## src/rtl/tapnw_consts.svh

```systemverilog
/*
 * Shared constants for the JTAG TAP network
 *   slave count, register widths
 *   IEEE 1149.1 TAP state encodings
 *   master and slave opcode values
 */
`ifndef TAPNW_CONSTS_SVH
`define TAPNW_CONSTS_SVH

// Network size and register widths
`define TAPNW_NUM_STAPS   2
`define MTAP_IR_WIDTH     8
`define STAP_IR_WIDTH     4
`define IDCODE_WIDTH      32

// TAP state codes, standard 1149.1 encoding
`define TAP_ST_TLR        4'hF
`define TAP_ST_RTI        4'hC
`define TAP_ST_SEL_DR     4'h7
`define TAP_ST_CAP_DR     4'h6
`define TAP_ST_SHIFT_DR   4'h2
`define TAP_ST_EXIT1_DR   4'h1
`define TAP_ST_PAUSE_DR   4'h3
`define TAP_ST_EXIT2_DR   4'h0
`define TAP_ST_UPD_DR     4'h5
`define TAP_ST_SEL_IR     4'h4
`define TAP_ST_CAP_IR     4'hE
`define TAP_ST_SHIFT_IR   4'hA
`define TAP_ST_EXIT1_IR   4'h9
`define TAP_ST_PAUSE_IR   4'hB
`define TAP_ST_EXIT2_IR   4'h8
`define TAP_ST_UPD_IR     4'hD

// Opcodes
`define MTAP_OP_IDCODE    8'h02
`define MTAP_OP_SELECT    8'h11
`define MTAP_OP_BYPASS    8'hFF
`define STAP_OP_IDCODE    4'h2
`define STAP_OP_BYPASS    4'hF

`endif

```

## src/rtl/tapnw_pkg.sv

```systemverilog
/*
 * Types for the JTAG TAP network
 *   tap_state_t  16-state TAP controller
 *   mtap_op_t    master instructions
 *   stap_op_t    slave instructions
 *   idcode_t, tap_sel_t
 */
`include "tapnw_consts.svh"

package tapnw_pkg;

    // TAP controller states, codes shared with tap_ir
    typedef enum logic [3:0] {
        ST_TLR      = `TAP_ST_TLR,
        ST_RTI      = `TAP_ST_RTI,
        ST_SEL_DR   = `TAP_ST_SEL_DR,
        ST_CAP_DR   = `TAP_ST_CAP_DR,
        ST_SHIFT_DR = `TAP_ST_SHIFT_DR,
        ST_EXIT1_DR = `TAP_ST_EXIT1_DR,
        ST_PAUSE_DR = `TAP_ST_PAUSE_DR,
        ST_EXIT2_DR = `TAP_ST_EXIT2_DR,
        ST_UPD_DR   = `TAP_ST_UPD_DR,
        ST_SEL_IR   = `TAP_ST_SEL_IR,
        ST_CAP_IR   = `TAP_ST_CAP_IR,
        ST_SHIFT_IR = `TAP_ST_SHIFT_IR,
        ST_EXIT1_IR = `TAP_ST_EXIT1_IR,
        ST_PAUSE_IR = `TAP_ST_PAUSE_IR,
        ST_EXIT2_IR = `TAP_ST_EXIT2_IR,
        ST_UPD_IR   = `TAP_ST_UPD_IR
    } tap_state_t;

    // Master instructions
    typedef enum logic [`MTAP_IR_WIDTH-1:0] {
        MTAP_IDCODE = `MTAP_OP_IDCODE,
        MTAP_SELECT = `MTAP_OP_SELECT,
        MTAP_BYPASS = `MTAP_OP_BYPASS
    } mtap_op_t;

    // Slave instructions
    typedef enum logic [`STAP_IR_WIDTH-1:0] {
        STAP_IDCODE = `STAP_OP_IDCODE,
        STAP_BYPASS = `STAP_OP_BYPASS
    } stap_op_t;

    typedef logic [`IDCODE_WIDTH-1:0]    idcode_t;
    // Bit i enables slave i
    typedef logic [`TAPNW_NUM_STAPS-1:0] tap_sel_t;

endpackage

```

## src/rtl/mtap.sv

```systemverilog
/*
 * Master TAP on the primary JTAG port
 *   TAP controller and 8-bit IR
 *   IDCODE, BYPASS and network select data registers
 *   pending select output, falling-edge tdo and tdo_en
 */
`timescale 1ns/1ns
`include "tapnw_consts.svh"

module mtap
    import tapnw_pkg::*;
(
    input  logic       tck,
    input  logic       rst_n,
    input  logic       tms,
    input  logic       chain_tdo,
    input  idcode_t    idcode,
    input  tap_sel_t   tap_en,
    output tap_sel_t   tap_sel,
    output tap_state_t state,
    output logic       tdo,
    output logic       tdo_en
);

    logic [`MTAP_IR_WIDTH-1:0] ir;
    logic                      ir_so;
    mtap_op_t                  op;
    idcode_t                   idcode_sr;
    logic                      byp_sr;
    tap_sel_t                  sel_sr;
    logic                      dr_so;
    logic                      shift_so;

    tap_fsm i_fsm (
        .tck   (tck),
        .rst_n (rst_n),
        .tms   (tms),
        .state (state)
    );

    // Serial input is the tail of the slave chain
    tap_ir #(
        .IR_WIDTH (`MTAP_IR_WIDTH),
        .IR_RESET (MTAP_IDCODE)
    ) i_ir (
        .tck   (tck),
        .rst_n (rst_n),
        .state (state),
        .tdi   (chain_tdo),
        .ir    (ir),
        .so    (ir_so)
    );

    assign op = mtap_op_t'(ir);

    // ------------------------------------------------------------------------
    // Data registers
    // ------------------------------------------------------------------------
    always_ff @(posedge tck) begin
        if (state == ST_CAP_DR) begin
            case (op)
                MTAP_IDCODE: idcode_sr <= idcode;
                // Readback shows what the network has applied
                MTAP_SELECT: sel_sr    <= tap_en;
                default:     byp_sr    <= 1'b0;
            endcase
        end else if (state == ST_SHIFT_DR) begin
            case (op)
                MTAP_IDCODE: idcode_sr <= {chain_tdo, idcode_sr[`IDCODE_WIDTH-1:1]};
                MTAP_SELECT: sel_sr    <= {chain_tdo, sel_sr[`TAPNW_NUM_STAPS-1:1]};
                default:     byp_sr    <= chain_tdo;
            endcase
        end
    end

    // Pending select, applied later by the network in Run-Test/Idle
    always_ff @(posedge tck) begin
        if (!rst_n || state == ST_TLR) begin
            tap_sel <= '0;
        end else if (state == ST_UPD_DR && op == MTAP_SELECT) begin
            tap_sel <= sel_sr;
        end
    end

    // ------------------------------------------------------------------------
    // Serial output
    // ------------------------------------------------------------------------
    always_comb begin
        case (op)
            MTAP_IDCODE: dr_so = idcode_sr[0];
            MTAP_SELECT: dr_so = sel_sr[0];
            default:     dr_so = byp_sr;
        endcase
    end

    assign shift_so = (state == ST_SHIFT_IR) ? ir_so : dr_so;

    // Retimed half a cycle so the board samples it on the next rising edge
    always_ff @(negedge tck) begin
        if (!rst_n) begin
            tdo <= 1'b0;
        end else begin
            tdo <= shift_so;
        end
    end

    assign tdo_en = (state == ST_SHIFT_IR) || (state == ST_SHIFT_DR);

endmodule

```

## src/rtl/stap.sv

```systemverilog
/*
 * Slave TAP
 *   TAP controller and 4-bit IR
 *   IDCODE and BYPASS data registers
 *   serial output straight from the active shift stage
 */
`timescale 1ns/1ns
`include "tapnw_consts.svh"

module stap
    import tapnw_pkg::*;
(
    input  logic    tck,
    input  logic    tap_rst_n,
    input  logic    tms,
    input  logic    tdi,
    input  idcode_t idcode,
    output logic    so
);

    tap_state_t                state;
    logic [`STAP_IR_WIDTH-1:0] ir;
    logic                      ir_so;
    stap_op_t                  op;
    logic                      sel_idcode;
    idcode_t                   idcode_sr;
    logic                      byp_sr;
    logic                      dr_so;

    // Held in TLR while the network keeps this slave disabled
    tap_fsm i_fsm (
        .tck   (tck),
        .rst_n (tap_rst_n),
        .tms   (tms),
        .state (state)
    );

    tap_ir #(
        .IR_WIDTH (`STAP_IR_WIDTH),
        .IR_RESET (STAP_IDCODE)
    ) i_ir (
        .tck   (tck),
        .rst_n (tap_rst_n),
        .state (state),
        .tdi   (tdi),
        .ir    (ir),
        .so    (ir_so)
    );

    // Anything but IDCODE falls back to BYPASS
    assign op         = stap_op_t'(ir);
    assign sel_idcode = (op == STAP_IDCODE);

    // ------------------------------------------------------------------------
    // Data registers
    // ------------------------------------------------------------------------
    always_ff @(posedge tck) begin
        if (state == ST_CAP_DR) begin
            if (sel_idcode) begin
                idcode_sr <= idcode;
            end else begin
                byp_sr <= 1'b0;
            end
        end else if (state == ST_SHIFT_DR) begin
            if (sel_idcode) begin
                idcode_sr <= {tdi, idcode_sr[`IDCODE_WIDTH-1:1]};
            end else begin
                byp_sr <= tdi;
            end
        end
    end

    assign dr_so = sel_idcode ? idcode_sr[0] : byp_sr;
    // IR path only while shifting the IR
    assign so    = (state == ST_SHIFT_IR) ? ir_so : dr_so;

endmodule

```

## src/rtl/tap_fsm.sv

```systemverilog
/*
 * IEEE 1149.1 TAP controller
 *   16 states stepped by tms on the rising edge of tck
 *   synchronous reset into Test-Logic-Reset
 */
`timescale 1ns/1ns

module tap_fsm
    import tapnw_pkg::*;
(
    input  logic       tck,
    input  logic       rst_n,
    input  logic       tms,
    output tap_state_t state
);

    tap_state_t next_state;

    // ------------------------------------------------------------------------
    // Next state from tms
    // ------------------------------------------------------------------------
    always_comb begin
        next_state = state;
        case (state)
            // Idle side
            ST_TLR:      next_state = tms ? ST_TLR    : ST_RTI;
            ST_RTI:      next_state = tms ? ST_SEL_DR : ST_RTI;
            // Data register column
            ST_SEL_DR:   next_state = tms ? ST_SEL_IR   : ST_CAP_DR;
            ST_CAP_DR:   next_state = tms ? ST_EXIT1_DR : ST_SHIFT_DR;
            ST_SHIFT_DR: next_state = tms ? ST_EXIT1_DR : ST_SHIFT_DR;
            ST_EXIT1_DR: next_state = tms ? ST_UPD_DR   : ST_PAUSE_DR;
            ST_PAUSE_DR: next_state = tms ? ST_EXIT2_DR : ST_PAUSE_DR;
            ST_EXIT2_DR: next_state = tms ? ST_UPD_DR   : ST_SHIFT_DR;
            ST_UPD_DR:   next_state = tms ? ST_SEL_DR   : ST_RTI;
            // Instruction register column
            ST_SEL_IR:   next_state = tms ? ST_TLR      : ST_CAP_IR;
            ST_CAP_IR:   next_state = tms ? ST_EXIT1_IR : ST_SHIFT_IR;
            ST_SHIFT_IR: next_state = tms ? ST_EXIT1_IR : ST_SHIFT_IR;
            ST_EXIT1_IR: next_state = tms ? ST_UPD_IR   : ST_PAUSE_IR;
            ST_PAUSE_IR: next_state = tms ? ST_EXIT2_IR : ST_PAUSE_IR;
            ST_EXIT2_IR: next_state = tms ? ST_UPD_IR   : ST_SHIFT_IR;
            ST_UPD_IR:   next_state = tms ? ST_SEL_DR   : ST_RTI;
            default:     next_state = ST_TLR;
        endcase
    end

    // ------------------------------------------------------------------------
    // State register
    // ------------------------------------------------------------------------
    always_ff @(posedge tck) begin
        if (!rst_n) begin
            state <= ST_TLR;
        end else begin
            state <= next_state;
        end
    end

endmodule

```

## src/rtl/tap_ir.sv

```systemverilog
/*
 * Instruction register for a TAP
 *   capture of ...01, shift from tdi, update to ir
 *   ir returns to IR_RESET in Test-Logic-Reset
 */
`timescale 1ns/1ns
`include "tapnw_consts.svh"

module tap_ir #(
    parameter int                  IR_WIDTH = 4,
    parameter logic [IR_WIDTH-1:0] IR_RESET = '0
) (
    input  logic                tck,
    input  logic                rst_n,
    input  logic [3:0]          state,
    input  logic                tdi,
    output logic [IR_WIDTH-1:0] ir,
    output logic                so
);

    // Shift stage, bit 0 leaves first
    logic [IR_WIDTH-1:0] ir_sr;

    always_ff @(posedge tck) begin
        if (state == `TAP_ST_CAP_IR) begin
            ir_sr <= IR_WIDTH'(2'b01);
        end else if (state == `TAP_ST_SHIFT_IR) begin
            ir_sr <= {tdi, ir_sr[IR_WIDTH-1:1]};
        end
    end

    // Active instruction
    always_ff @(posedge tck) begin
        if (!rst_n || state == `TAP_ST_TLR) begin
            ir <= IR_RESET;
        end else if (state == `TAP_ST_UPD_IR) begin
            ir <= ir_sr;
        end
    end

    assign so = ir_sr[0];

endmodule

```

## src/rtl/tap_network.sv

```systemverilog
/*
 * Slave TAP network
 *   applies the master's select in Run-Test/Idle
 *   per-slave reset from rst_n and the applied enable
 *   linear chain tdi -> slave 0 -> slave 1 -> chain_tdo
 */
`timescale 1ns/1ns
`include "tapnw_consts.svh"

module tap_network
    import tapnw_pkg::*;
(
    input  logic       tck,
    input  logic       rst_n,
    input  tap_state_t state,
    input  tap_sel_t   tap_sel,
    input  logic       tdi,
    input  tap_sel_t   stap_so,
    output tap_sel_t   tap_en,
    output tap_sel_t   stap_rst_n,
    output tap_sel_t   stap_tdi,
    output logic       chain_tdo
);

    // Point i feeds slave i, last point feeds the master
    logic [`TAPNW_NUM_STAPS:0] chain_pt;

    // Enables follow the pending select only while idling
    always_ff @(posedge tck) begin
        if (!rst_n || state == ST_TLR) begin
            tap_en <= '0;
        end else if (state == ST_RTI) begin
            tap_en <= tap_sel;
        end
    end

    // Disabled slave sits in TLR with its clock still running
    assign stap_rst_n = {`TAPNW_NUM_STAPS{rst_n}} & tap_en;

    // ------------------------------------------------------------------------
    // Chain, bypassing disabled slaves
    // ------------------------------------------------------------------------
    always_comb begin
        chain_pt[0] = tdi;
        for (int i = 0; i < `TAPNW_NUM_STAPS; i++) begin
            chain_pt[i+1] = tap_en[i] ? stap_so[i] : chain_pt[i];
        end
    end

    assign stap_tdi  = chain_pt[`TAPNW_NUM_STAPS-1:0];
    assign chain_tdo = chain_pt[`TAPNW_NUM_STAPS];

endmodule

```

## src/rtl/tapnw_top.sv

```systemverilog
/*
 * TAP network top level
 *   master TAP, network and two slave TAPs
 */
`timescale 1ns/1ns

module tapnw_top
    import tapnw_pkg::*;
(
    input  logic     tck,
    input  logic     rst_n,
    input  logic     tms,
    input  logic     tdi,
    input  idcode_t  mtap_idcode,
    input  idcode_t  stap0_idcode,
    input  idcode_t  stap1_idcode,
    output logic     tdo,
    output logic     tdo_en,
    output tap_sel_t tap_en
);

    tap_sel_t   tap_sel;
    tap_state_t mtap_state;
    tap_sel_t   stap_rst_n;
    tap_sel_t   stap_tdi;
    tap_sel_t   stap_so;
    logic       chain_tdo;

    // Master sits last in the chain, ahead of tdo
    mtap i_mtap (
        .tck       (tck),
        .rst_n     (rst_n),
        .tms       (tms),
        .chain_tdo (chain_tdo),
        .idcode    (mtap_idcode),
        .tap_en    (tap_en),
        .tap_sel   (tap_sel),
        .state     (mtap_state),
        .tdo       (tdo),
        .tdo_en    (tdo_en)
    );

    tap_network i_tap_network (
        .tck        (tck),
        .rst_n      (rst_n),
        .state      (mtap_state),
        .tap_sel    (tap_sel),
        .tdi        (tdi),
        .stap_so    (stap_so),
        .tap_en     (tap_en),
        .stap_rst_n (stap_rst_n),
        .stap_tdi   (stap_tdi),
        .chain_tdo  (chain_tdo)
    );

    // Slave 0, first after tdi
    stap i_stap0 (
        .tck       (tck),
        .tap_rst_n (stap_rst_n[0]),
        .tms       (tms),
        .tdi       (stap_tdi[0]),
        .idcode    (stap0_idcode),
        .so        (stap_so[0])
    );

    stap i_stap1 (
        .tck       (tck),
        .tap_rst_n (stap_rst_n[1]),
        .tms       (tms),
        .tdi       (stap_tdi[1]),
        .idcode    (stap1_idcode),
        .so        (stap_so[1])
    );

endmodule

```

## config.mk

```make
export PLATFORM = sky130hd
export DESIGN_NAME = tapnw_top
export DESIGN_NICKNAME = d
export VERILOG_FILES = /design/src/rtl/tapnw_pkg.sv /design/src/rtl/mtap.sv /design/src/rtl/stap.sv /design/src/rtl/tap_fsm.sv /design/src/rtl/tap_ir.sv /design/src/rtl/tap_network.sv /design/src/rtl/tapnw_top.sv
export VERILOG_INCLUDE_DIRS = /design/src /design/src/rtl
export SDC_FILE = /design/constraint.sdc
export NUM_CORES = 1
export LEC_CHECK = 0
export BUFFER_PORTS_ARGS = -buffer_cell sky130_fd_sc_hd__buf_2
export CAP_MARGIN = 5
export CORE_MARGIN = 3
export CORE_UTILIZATION = 50
export CTS_CLUSTER_SIZE = 24
export DETAILED_ROUTE_END_ITERATION = 12
export PLACE_DENSITY = 0.83
export SYNTH_ARGS = -nofsm -noshare
export SYNTH_HDL_FRONTEND = slang
export SYNTH_SLANG_ARGS = --single-unit
```

## constraint.sdc

```tcl
create_clock -name tck -period 12.27 [get_ports tck]
set_input_delay 3.0675 -clock tck [delete_from_list [all_inputs] [get_ports tck]]
set_output_delay 3.0675 -clock tck [all_outputs]
set_load 0.03 [all_outputs]
```

# --- Word level (Yosys, flattened, before mapping) ---
# Index checks and enable logic that the tools add are counted.
# Widths: inputs -> output; s select.
classes:
  eq_ne: 53
  n_mux: 51
  n_bitwise: 3
  reduce_logical: 31
ops:
  columns: ["cell", "count"]
  rows:
  - ["$mux 32", 12]
  - ["$pmux 4 s12", 3]
  - ["$eq 4x4->1 const B", 24]
  - ["$eq 4x3->1 const B", 12]
  - ["$eq 4x2->1 const B", 8]
  - ["$mux 1", 20]
  - ["$mux 2", 10]
  - ["$reduce_or 2->1", 7]
  - ["$eq 4x1->1 const B", 3]
  - ["$logic_not 4->1", 3]
  - ["$mux 3", 4]
  - ["$reduce_and 2->1", 5]
  - ["$reduce_or 3->1", 3]
  - ["$eq 8x2->1 const B", 1]
  - ["$eq 8x5->1 const B", 1]
  - ["$ne 2x2->1 const B", 4]
  - ["$reduce_and 3->1", 2]
  - ["$reduce_bool 2->1", 3]
  - ["$logic_or 1x1->1", 4]
  - ["$mux 4", 1]
  - ["$logic_not 1->1", 3]
  - ["$and 2x2->2", 1]
  - ["$not 1->1", 2]
  - ["$pmux 1 s2", 1]
  - ["$logic_and 1x1->1", 1]
totals:
  reg_bits: 150
  inputBits: 100
  out_inout_bits: 4
  word_cells: 157

# --- Longest topological paths before layout ---
# Gate-level depths: netlist of run 1.
depth:
  word_depth: 8
  mapped_depth: 7
  ltp_nobuf: 5

# --- Cells and area by module ---
# Synthesis of run 1 repeated with hierarchy kept, for this count alone.
hier_totals:
  cells_unflattened: 473
  hier_area_um2: 6954.2
by_module_without_submodules:
  columns: ["mod", "instances", "cells_each", "area_each_um2", "seq_area_each_um2"]
  rows:
  - ["stap", 2, 78, 1601.5, 991.0]
  - ["mtap", 1, 107, 1725.4, 1111.1]
  - ["tap_ir at i_mtap.i_ir", 1, 62, 699.4, 320.3]
  - ["tap_ir at i_stap0.i_ir ...", 2, 32, 315.3, 160.2]
  - ["tap_fsm", 3, 22, 183.9, 80.1]
  - ["tap_network", 1, 18, 143.9, 40.0]

==> run_results.csv, run 1 <==
group,metric,value,unit
power_and_ir_drop,p_sw,233,uW
flow_run,maxCapViolCount,0,
worst_setup_path,reg2reg_setup_slack,4430,ps
final_layout,fill_cells,1041,
synth,synth-seq-area-share,61.1,%
sta,drv_slew,0,
cts,root_buffer,"clkbuf_16",
synth,synth_mux_area_share,18.5,%
global_route,grt_remaining_overflow,0,
power_and_ir_drop,pwr-share-seq,47.4,%
worst_setup_path,cp_slowest_cell,"dfxtp_1",
worst_setup_path,critPathArrivalTime,7060,ps
worst_setup_path,crit_type,"flip-flop to primary output",
synth,synth_top_family_by_area,"multiplexers",
floorplanning,initial_utilization,51.7,%
power_and_ir_drop,p_per_area,149,nW/um2
worst_setup_path,timing.critical_path.fanout_max,1,
global_route,grt_pass1_wl,19300,um
synth,synth_fa_ha_area_share,0,%
worst_hold_path,min_from,"i_mtap.i_ir.ir[7]",
routing,dr.pass1.iters,5,
floorplanning,die_area,14600,um2
routing,viasPerCell,5.27,
synth,ys.flop_type,"edfxtp_1",
sta,finalClockSkew,34.9,ps
power_and_ir_drop,clock_power_share,48.0,%
power_and_ir_drop,internal-power,928,uW
worst_setup_path,r2r_cells,4,
synth,ys_ff_latch,150,
cts,cts_tree,"built",
power_and_ir_drop,switching_share,20.1,%
worst_hold_path,min_path_cells,2,
worst_setup_path,r2r-start,"i_mtap.i_fsm.state[0]",
routing,drt_drc_violations_left,0,
global_route,grt_max_degree,38,
cts,clk_latency,440,ps
worst_hold_path,hp-class,"flip-flop to flip-flop",
worst_setup_path,crit_required,9200,ps
worst_setup_path,cpLargestDelayFamily,"flip-flops",
sta,worst_slew_pin_slew,878,ps
sta,maxSlewHeadroom,41.0,%
worst_setup_path,critPathMaxStageDelay,300,ps
final_layout,final_nets,691,
synth,synth_top_area_cell,"edfxtp_1",
synth,synth_cells,491,
floorplanning,core_region_area,12700,um2
place,dpl_cell_area,7160,um2
power_and_ir_drop,leakage,2.98,nW
cts,cts_resized,0,
global_route,grtUsageTotal,16.9,%
synth,synthSimpleGateAreaFrac,10.5,%
worst_setup_path,critPathBufInv,1,
sta,hold_viol,0,
power_and_ir_drop,comb_power_share,4.5,%
worst_hold_path,holdPathEnd,"i_mtap.i_ir.ir[7]",
synth,synth_compound_gate_area_share,6.42,%
synth,ys_types,52,
global_route,antenna_found_initial,0,
cts,path_clk_slew,50,ps
synth,syn_nets,591,
synth,synth_top_area_share,46.2,%
power_and_ir_drop,irDropWorstVdd,0.000106,V
synth,postSynthAreaPerCell,13.4,um2
floorplanning,io_pins,104,
cts,cts_hold_buf,0,
worst_setup_path,cp-end-kind,"primary output",
place,gp_congestion,0.833,
floorplanning,die_h,121,um
routing,vias,4086,
sta,tns,0,ps
routing,wl,11800,um
cts,ctsLongestPathBuffers,2,
cts,numCtsBuffers,17,
final_layout,diodes,0,
routing,route.detailed.wl_per_inst,15.2,um
final_layout,final_area,7790,um2
floorplanning,fp-row-count,41,
routing,drt_first_iter_violations,294,
cts,htreeDepth,4,
global_route,grt_pass1_vias,4122,
final_layout,syn2layout_area_growth,18.6,%
synth,ys_warn_count,0,
synth,synth_edf_count,101,
worst_setup_path,worstPathCellList,"buf_2",
worst_setup_path,cp-start-kind,"flip-flop",
cts,cts.sink_count,150,
sta,whs,460,ps
place,dp_hpwl,8070,um
place,portBuffers,103,
sta,setup_viol,0,
final_layout,drive_gt1_share,40.1,%
outcome,status,"finished clean",
synth,async_flop_share,0,%
sta,rsz0062_at_grt,"false",
synth,ys_top_cells_by_area,"edfxtp_1 46%, mux2_2 16%, dfxtp_1 15%, nand2_1 3.3%, o21ai_0 2.0%",
synth,yosys.area_share.xor_xnor,0,%
synth,syn_area,6570,um2
cts,post_cts_buffers,0,
worst_setup_path,rr_endpoint,"i_mtap.tdo",
floorplanning,fp.dieW,121,um
routing,ant_nets,0,
==> per-stage QoR <==
stage	util [%]	setup slack, ps	power (mW)	std cells
finish	61.3	2140	1.16	776
detailed placement	56.2	2500	0.615	744
CTS	61.3	2120	1.17	776
floorplan	-	2610	0.592	491
global placement	56.2	2490	0.611	744
global route	61.3	2090	1.20	776
==> cell usage in the layout, fill, tap and decap left out, types with 3 or more instances in the layout <==
| cell type | netlist | final |
|---|---|---|
| mux2_1 | 5 | 5 |
| and2_1 | 5 | 5 |
| nand4_1 | 3 | 3 |
| clkinv_2 | 0 | 3 |
| nand2_1 | 57 | 57 |
| inv_1 | 7 | 7 |
| edfxtp_1 | 101 | 101 |
| dfxtp_1 | 49 | 49 |
| buf_4 | 2 | 5 |
| mux2_2 | 91 | 91 |
| o21a_1 | 3 | 3 |
| clkinvlp_4 | 0 | 4 |
| nand2b_1 | 4 | 4 |
| a21oi_1 | 15 | 15 |
| bufinv_16 | 0 | 5 |
| o21ai_0 | 26 | 26 |
| clkbuf_16 | 0 | 17 |
| mux2i_1 | 12 | 12 |
| buf_2 | 6 | 103 |
| nor3_1 | 4 | 4 |
| o311ai_0 | 3 | 3 |
| a22oi_1 | 4 | 4 |
| nor2_1 | 28 | 28 |
| nand3_1 | 7 | 7 |
==> sequential cells by signal, summed over array words and instances, names as in the netlist, 2 cells and up <==
| name | cells |
|---|---|
| i_stap0.i_ir.ir | 4 |
| i_mtap.i_fsm.state | 4 |
| i_stap1.i_ir.ir | 4 |
| i_mtap.tap_sel | 2 |
| i_stap1.idcode_sr | 32 |
| i_tap_network.tap_en | 2 |
| i_mtap.i_ir.ir_sr | 8 |
| i_stap0.idcode_sr | 32 |
| i_stap0.i_ir.ir_sr | 4 |
| i_mtap.sel_sr | 2 |
| i_mtap.idcode_sr | 32 |
| i_stap1.i_fsm.state | 4 |
| i_stap0.i_fsm.state | 4 |
| i_mtap.i_ir.ir | 8 |
| i_stap1.i_ir.ir_sr | 4 |
==> power by group through the flow <==
stage	registers, mW	clock network, mW	logic, mW
after floorplan	0.558	0.00102	0.0332
after global placement	0.560	0.00102	0.0499
after detailed placement	0.561	0.00102	0.0525
after CTS	0.550	0.569	0.0530
after global routing	0.552	0.592	0.0584
final	0.551	0.557	0.0527
==> Yosys cell counts, types with 4 or more instances <==
master / count
edfxtp_1: 101
mux2_2: 91
nand2_1: 57
dfxtp_1: 49
nor2_1: 28
o21ai_0: 26
a21oi_1: 15
mux2i_1: 12
buf_6: 11
clkbuf_1: 8
inv_1: 7
nand3_1: 7
buf_2: 6
and2_1: 5
mux2_1: 5
a22oi_1: 4
nand2b_1: 4
nor3_1: 4
==> final cells by class <==
type | instances | area, um2 | share of cell area, %
timing repair buffer | 108 | 553 | 7.10
tap | 172 | 215 | 2.76
sequential | 150 | 4010 | 51.5
clock buffer | 18 | 429 | 5.51
inverter | 7 | 26.3 | 0.337
clock inverter | 15 | 211 | 2.71
multi-input combinational | 306 | 2340 | 30.1
==> cells by family (layout without fill, tap and decap cells) <==
logic type,Yosys count,count (layout)
muxes,109,109
and+or+nand+nor,130,130
DFF,150,150
buffers and inverters,35,148
AOI/OAI and AO/OA,67,67
==> how the worst max path moves through the flow <==
stage                           from    endpoint  cells after the start
after global routing      i_mtap.tdo         tdo                      1
after global placement         rst_n  i_mtap.tdo                      2
final                     i_mtap.tdo         tdo                      1
after detailed placement       rst_n  i_mtap.tdo                      2
after CTS                 i_mtap.tdo         tdo                      1
after floorplan           i_mtap.tdo         tdo                      0
==> per-layer routing <==
metal | wire, um | part of all wire [%] | track usage, %
met5 | 0 | 0 | 0
met3 | 504 | 4.3 | 4.21
met2 | 6190 | 52 | 27.9
met1 | 4970 | 42 | 20.9
met4 | 162 | 1.4 | 7.51
No activity file was read; power rests on OpenSTA's default activity.
==> run 2: changes to the inputs <==
- PLACE_DENSITY: 0.83 -> 0.86
- clock period: 12.27 -> 9.2 ns (I/O delays scaled with it)
==> run 2 against run 1 <==
Count of clock-buffer cells in the layout up 5; via count is 0.95% higher; global-route usage down 0.11 points; register-to-register slack got worse by 1400 ps; die area stayed put; total power is 28% higher; setup slack worse by 770 ps; highest routed layer unchanged; clock skew is 7.5 ps higher; combinational power up 31%; clock power is 22% higher; sequential share of layout area rose by 0.32 points; core utilization is 0.37 points lower; critical path type unchanged; critical endpoint unchanged.
==> run_results.csv, run 2 (same netlist as run 1, synthesis figures left out) <==
group,metric,value,unit
power_and_ir_drop,comb_power_share,4.7,%
sta,drv_slew,0,
worst_setup_path,crit_type,"flip-flop to primary output",
worst_hold_path,hp-class,"flip-flop to flip-flop",
worst_setup_path,cp_slowest_cell,"dfxtp_1",
power_and_ir_drop,p_sw,313,uW
cts,root_buffer,"clkbuf_16",
global_route,met2_usage,29.5,%
power_and_ir_drop,internal-power,1.17,mW
power_and_ir_drop,pwr-share-seq,49.6,%
power_and_ir_drop,clock_power_share,45.7,%
floorplanning,initial_utilization,51.7,%
sta,tns,0,ps
power_and_ir_drop,switching_share,21.1,%
final_layout,diodes,0,
sta,hold_viol,0,
routing,route.detailed.wl_per_inst,15.4,um
cts,cts.sink_count,150,
global_route,busiest_layer,"met2",
cts,cts_tree,"built",
place,dpl_cell_area,7160,um2
worst_setup_path,cpLargestDelayFamily,"flip-flops",
worst_setup_path,reg2reg_setup_slack,3010,ps
floorplanning,core_region_area,12700,um2
routing,dr.pass1.iters,4,
final_layout,postLayoutCoreUtil,60.9,%
final_layout,final_cell_mix,"103 x buf_2, 101 x edfxtp_1, 91 x mux2_2, 57 x nand2_1, 49 x dfxtp_1",
floorplanning,fp.dieW,121,um
place,portBuffers,103,
worst_setup_path,critPathArrivalTime,5530,ps
worst_setup_path,critPathBufInv,1,
final_layout,layout.cells.non_filler,776,
routing,drt_first_iter_violations,272,
power_and_ir_drop,p_per_area,191,nW/um2
outcome,status,"finished clean",
place,dp_hpwl,8190,um
cts,clk_latency,440,ps
sta,worst_slew_pin_slew,803,ps
worst_setup_path,timing.critical_path.fanout_max,1,
worst_setup_path,r2r_cells,4,
routing,drt_drc_violations_left,0,
final_layout,syn2layout_area_growth,17.9,%
global_route,grt_pass1_vias,4184,
worst_setup_path,r2r-start,"i_mtap.i_fsm.state[1]",
global_route,grt_use_met1,19.5,%
worst_setup_path,crit_required,6900,ps
global_route,grtUsageTotal,16.8,%
floorplanning,die_h,121,um
worst_setup_path,crit_start,"i_mtap.tdo",
worst_setup_path,worst-path-stages,1,
sta,finalClockSkew,42.4,ps
final_layout,drive_gt1_share,40.1,%
cts,cts_hold_buf,0,
place,gp_congestion,0.823,
worst_setup_path,worstPathCellList,"buf_2",
power_and_ir_drop,leakage,2.98,nW
routing,wl,12000,um
final_layout,final_area,7740,um2
cts,post_cts_buffers,0,
final_layout,final_nets,691,
global_route,grt_pass1_wl,19300,um
final_layout,reg_top3,"i_mtap.idcode_sr: 32 flops, i_stap0.idcode_sr: 32 flops, i_stap1.idcode_sr: 32 flops",
place,dpl.cell_count,744,
floorplanning,fp-row-count,41,
final_layout,final_common_cell,"buf_2",
global_route,grt_remaining_overflow,0,
sta,setup_viol,0,
global_route,antenna_found_initial,0,
worst_setup_path,crit_path_end,"tdo",
cts,htreeDepth,4,
power_and_ir_drop,irDropWorstVdd,0.000114,V
cts,ctsLongestPathBuffers,2,
cts,cts_resized,0,
floorplanning,io_pins,104,
routing,vias,4125,
cts,path_clk_slew,50,ps
worst_setup_path,cp-end-kind,"primary output",
worst_setup_path,rr_endpoint,"i_mtap.tdo",
routing,ant_nets,0,
flow_run,maxCapViolCount,0,
global_route,grt_use_met3,4.54,%
sta,rsz0062_at_grt,"false",
worst_setup_path,cp-start-kind,"flip-flop",
global_route,grt_max_degree,38,
sta,maxSlewHeadroom,46.0,%
routing,viasPerCell,5.32,
floorplanning,die_area,14600,um2
worst_setup_path,critPathMaxStageDelay,300,ps
cts,numCtsBuffers,17,
run 2: changes by cell type in the layout (fill, tap and decap cells not counted), sizes merged:
cell	change
inv	+7
bufinv	-5
clkbuf	+5
clkinvlp	-4
clkinv	-3
run 2: worst min-delay path by stage:
stage,startpoint,to,cells after the start
2_1_floorplan,i_mtap.i_ir.ir[7],i_mtap.i_ir.ir[7],2
3_3_place_gp,i_mtap.i_ir.ir[7],i_mtap.i_ir.ir[7],2
3_5_place_dp,i_mtap.i_ir.ir[5],i_mtap.i_ir.ir[5],2
4_1_cts,i_mtap.i_ir.ir[5],i_mtap.i_ir.ir[5],2
5_1_grt,i_mtap.i_ir.ir[5],i_mtap.i_ir.ir[5],2
6_report,i_mtap.i_ir.ir[5],i_mtap.i_ir.ir[5],2
run 2: per-stage QoR:
stage | power [mW] | hold slack [ps] | setup slack [ps]
after floorplan | 0.789 | 436 | 1840
after global placement | 0.815 | 448 | 1820
after detailed placement | 0.819 | 454 | 1820
after CTS | 1.49 | 462 | 1350
after global routing | 1.53 | 482 | 1340
final | 1.48 | 460 | 1370
run 2: area by class of cell:
cell class                 count  area [um2]
fill                        1025        4980
sequential                   150        4010
multi-input combinational    306        2340
timing repair buffer         108         553
clock buffer                  23         532
tap                          172         215
clock inverter                10        61.3
inverter                       7        26.3
run 2: metal layers:
layer  up-vias  part of all wire [%]  wire [um]
li1       2010                     -          -
met1      2007                    41       4960
met2        96                    53       6370
met3        12                   4.0        481
met4         0                   1.3        151
met5         -                     0          0
run 2: power groups by stage:
stage / Combinational, mW / Sequential (mW) / Clock (mW)
after floorplan: 0.0442 / 0.744 / 0.00136
after global placement: 0.0661 / 0.747 / 0.00136
after detailed placement: 0.0692 / 0.748 / 0.00136
after CTS: 0.0699 / 0.734 / 0.691
after global routing: 0.0772 / 0.735 / 0.722
final: 0.0693 / 0.734 / 0.677
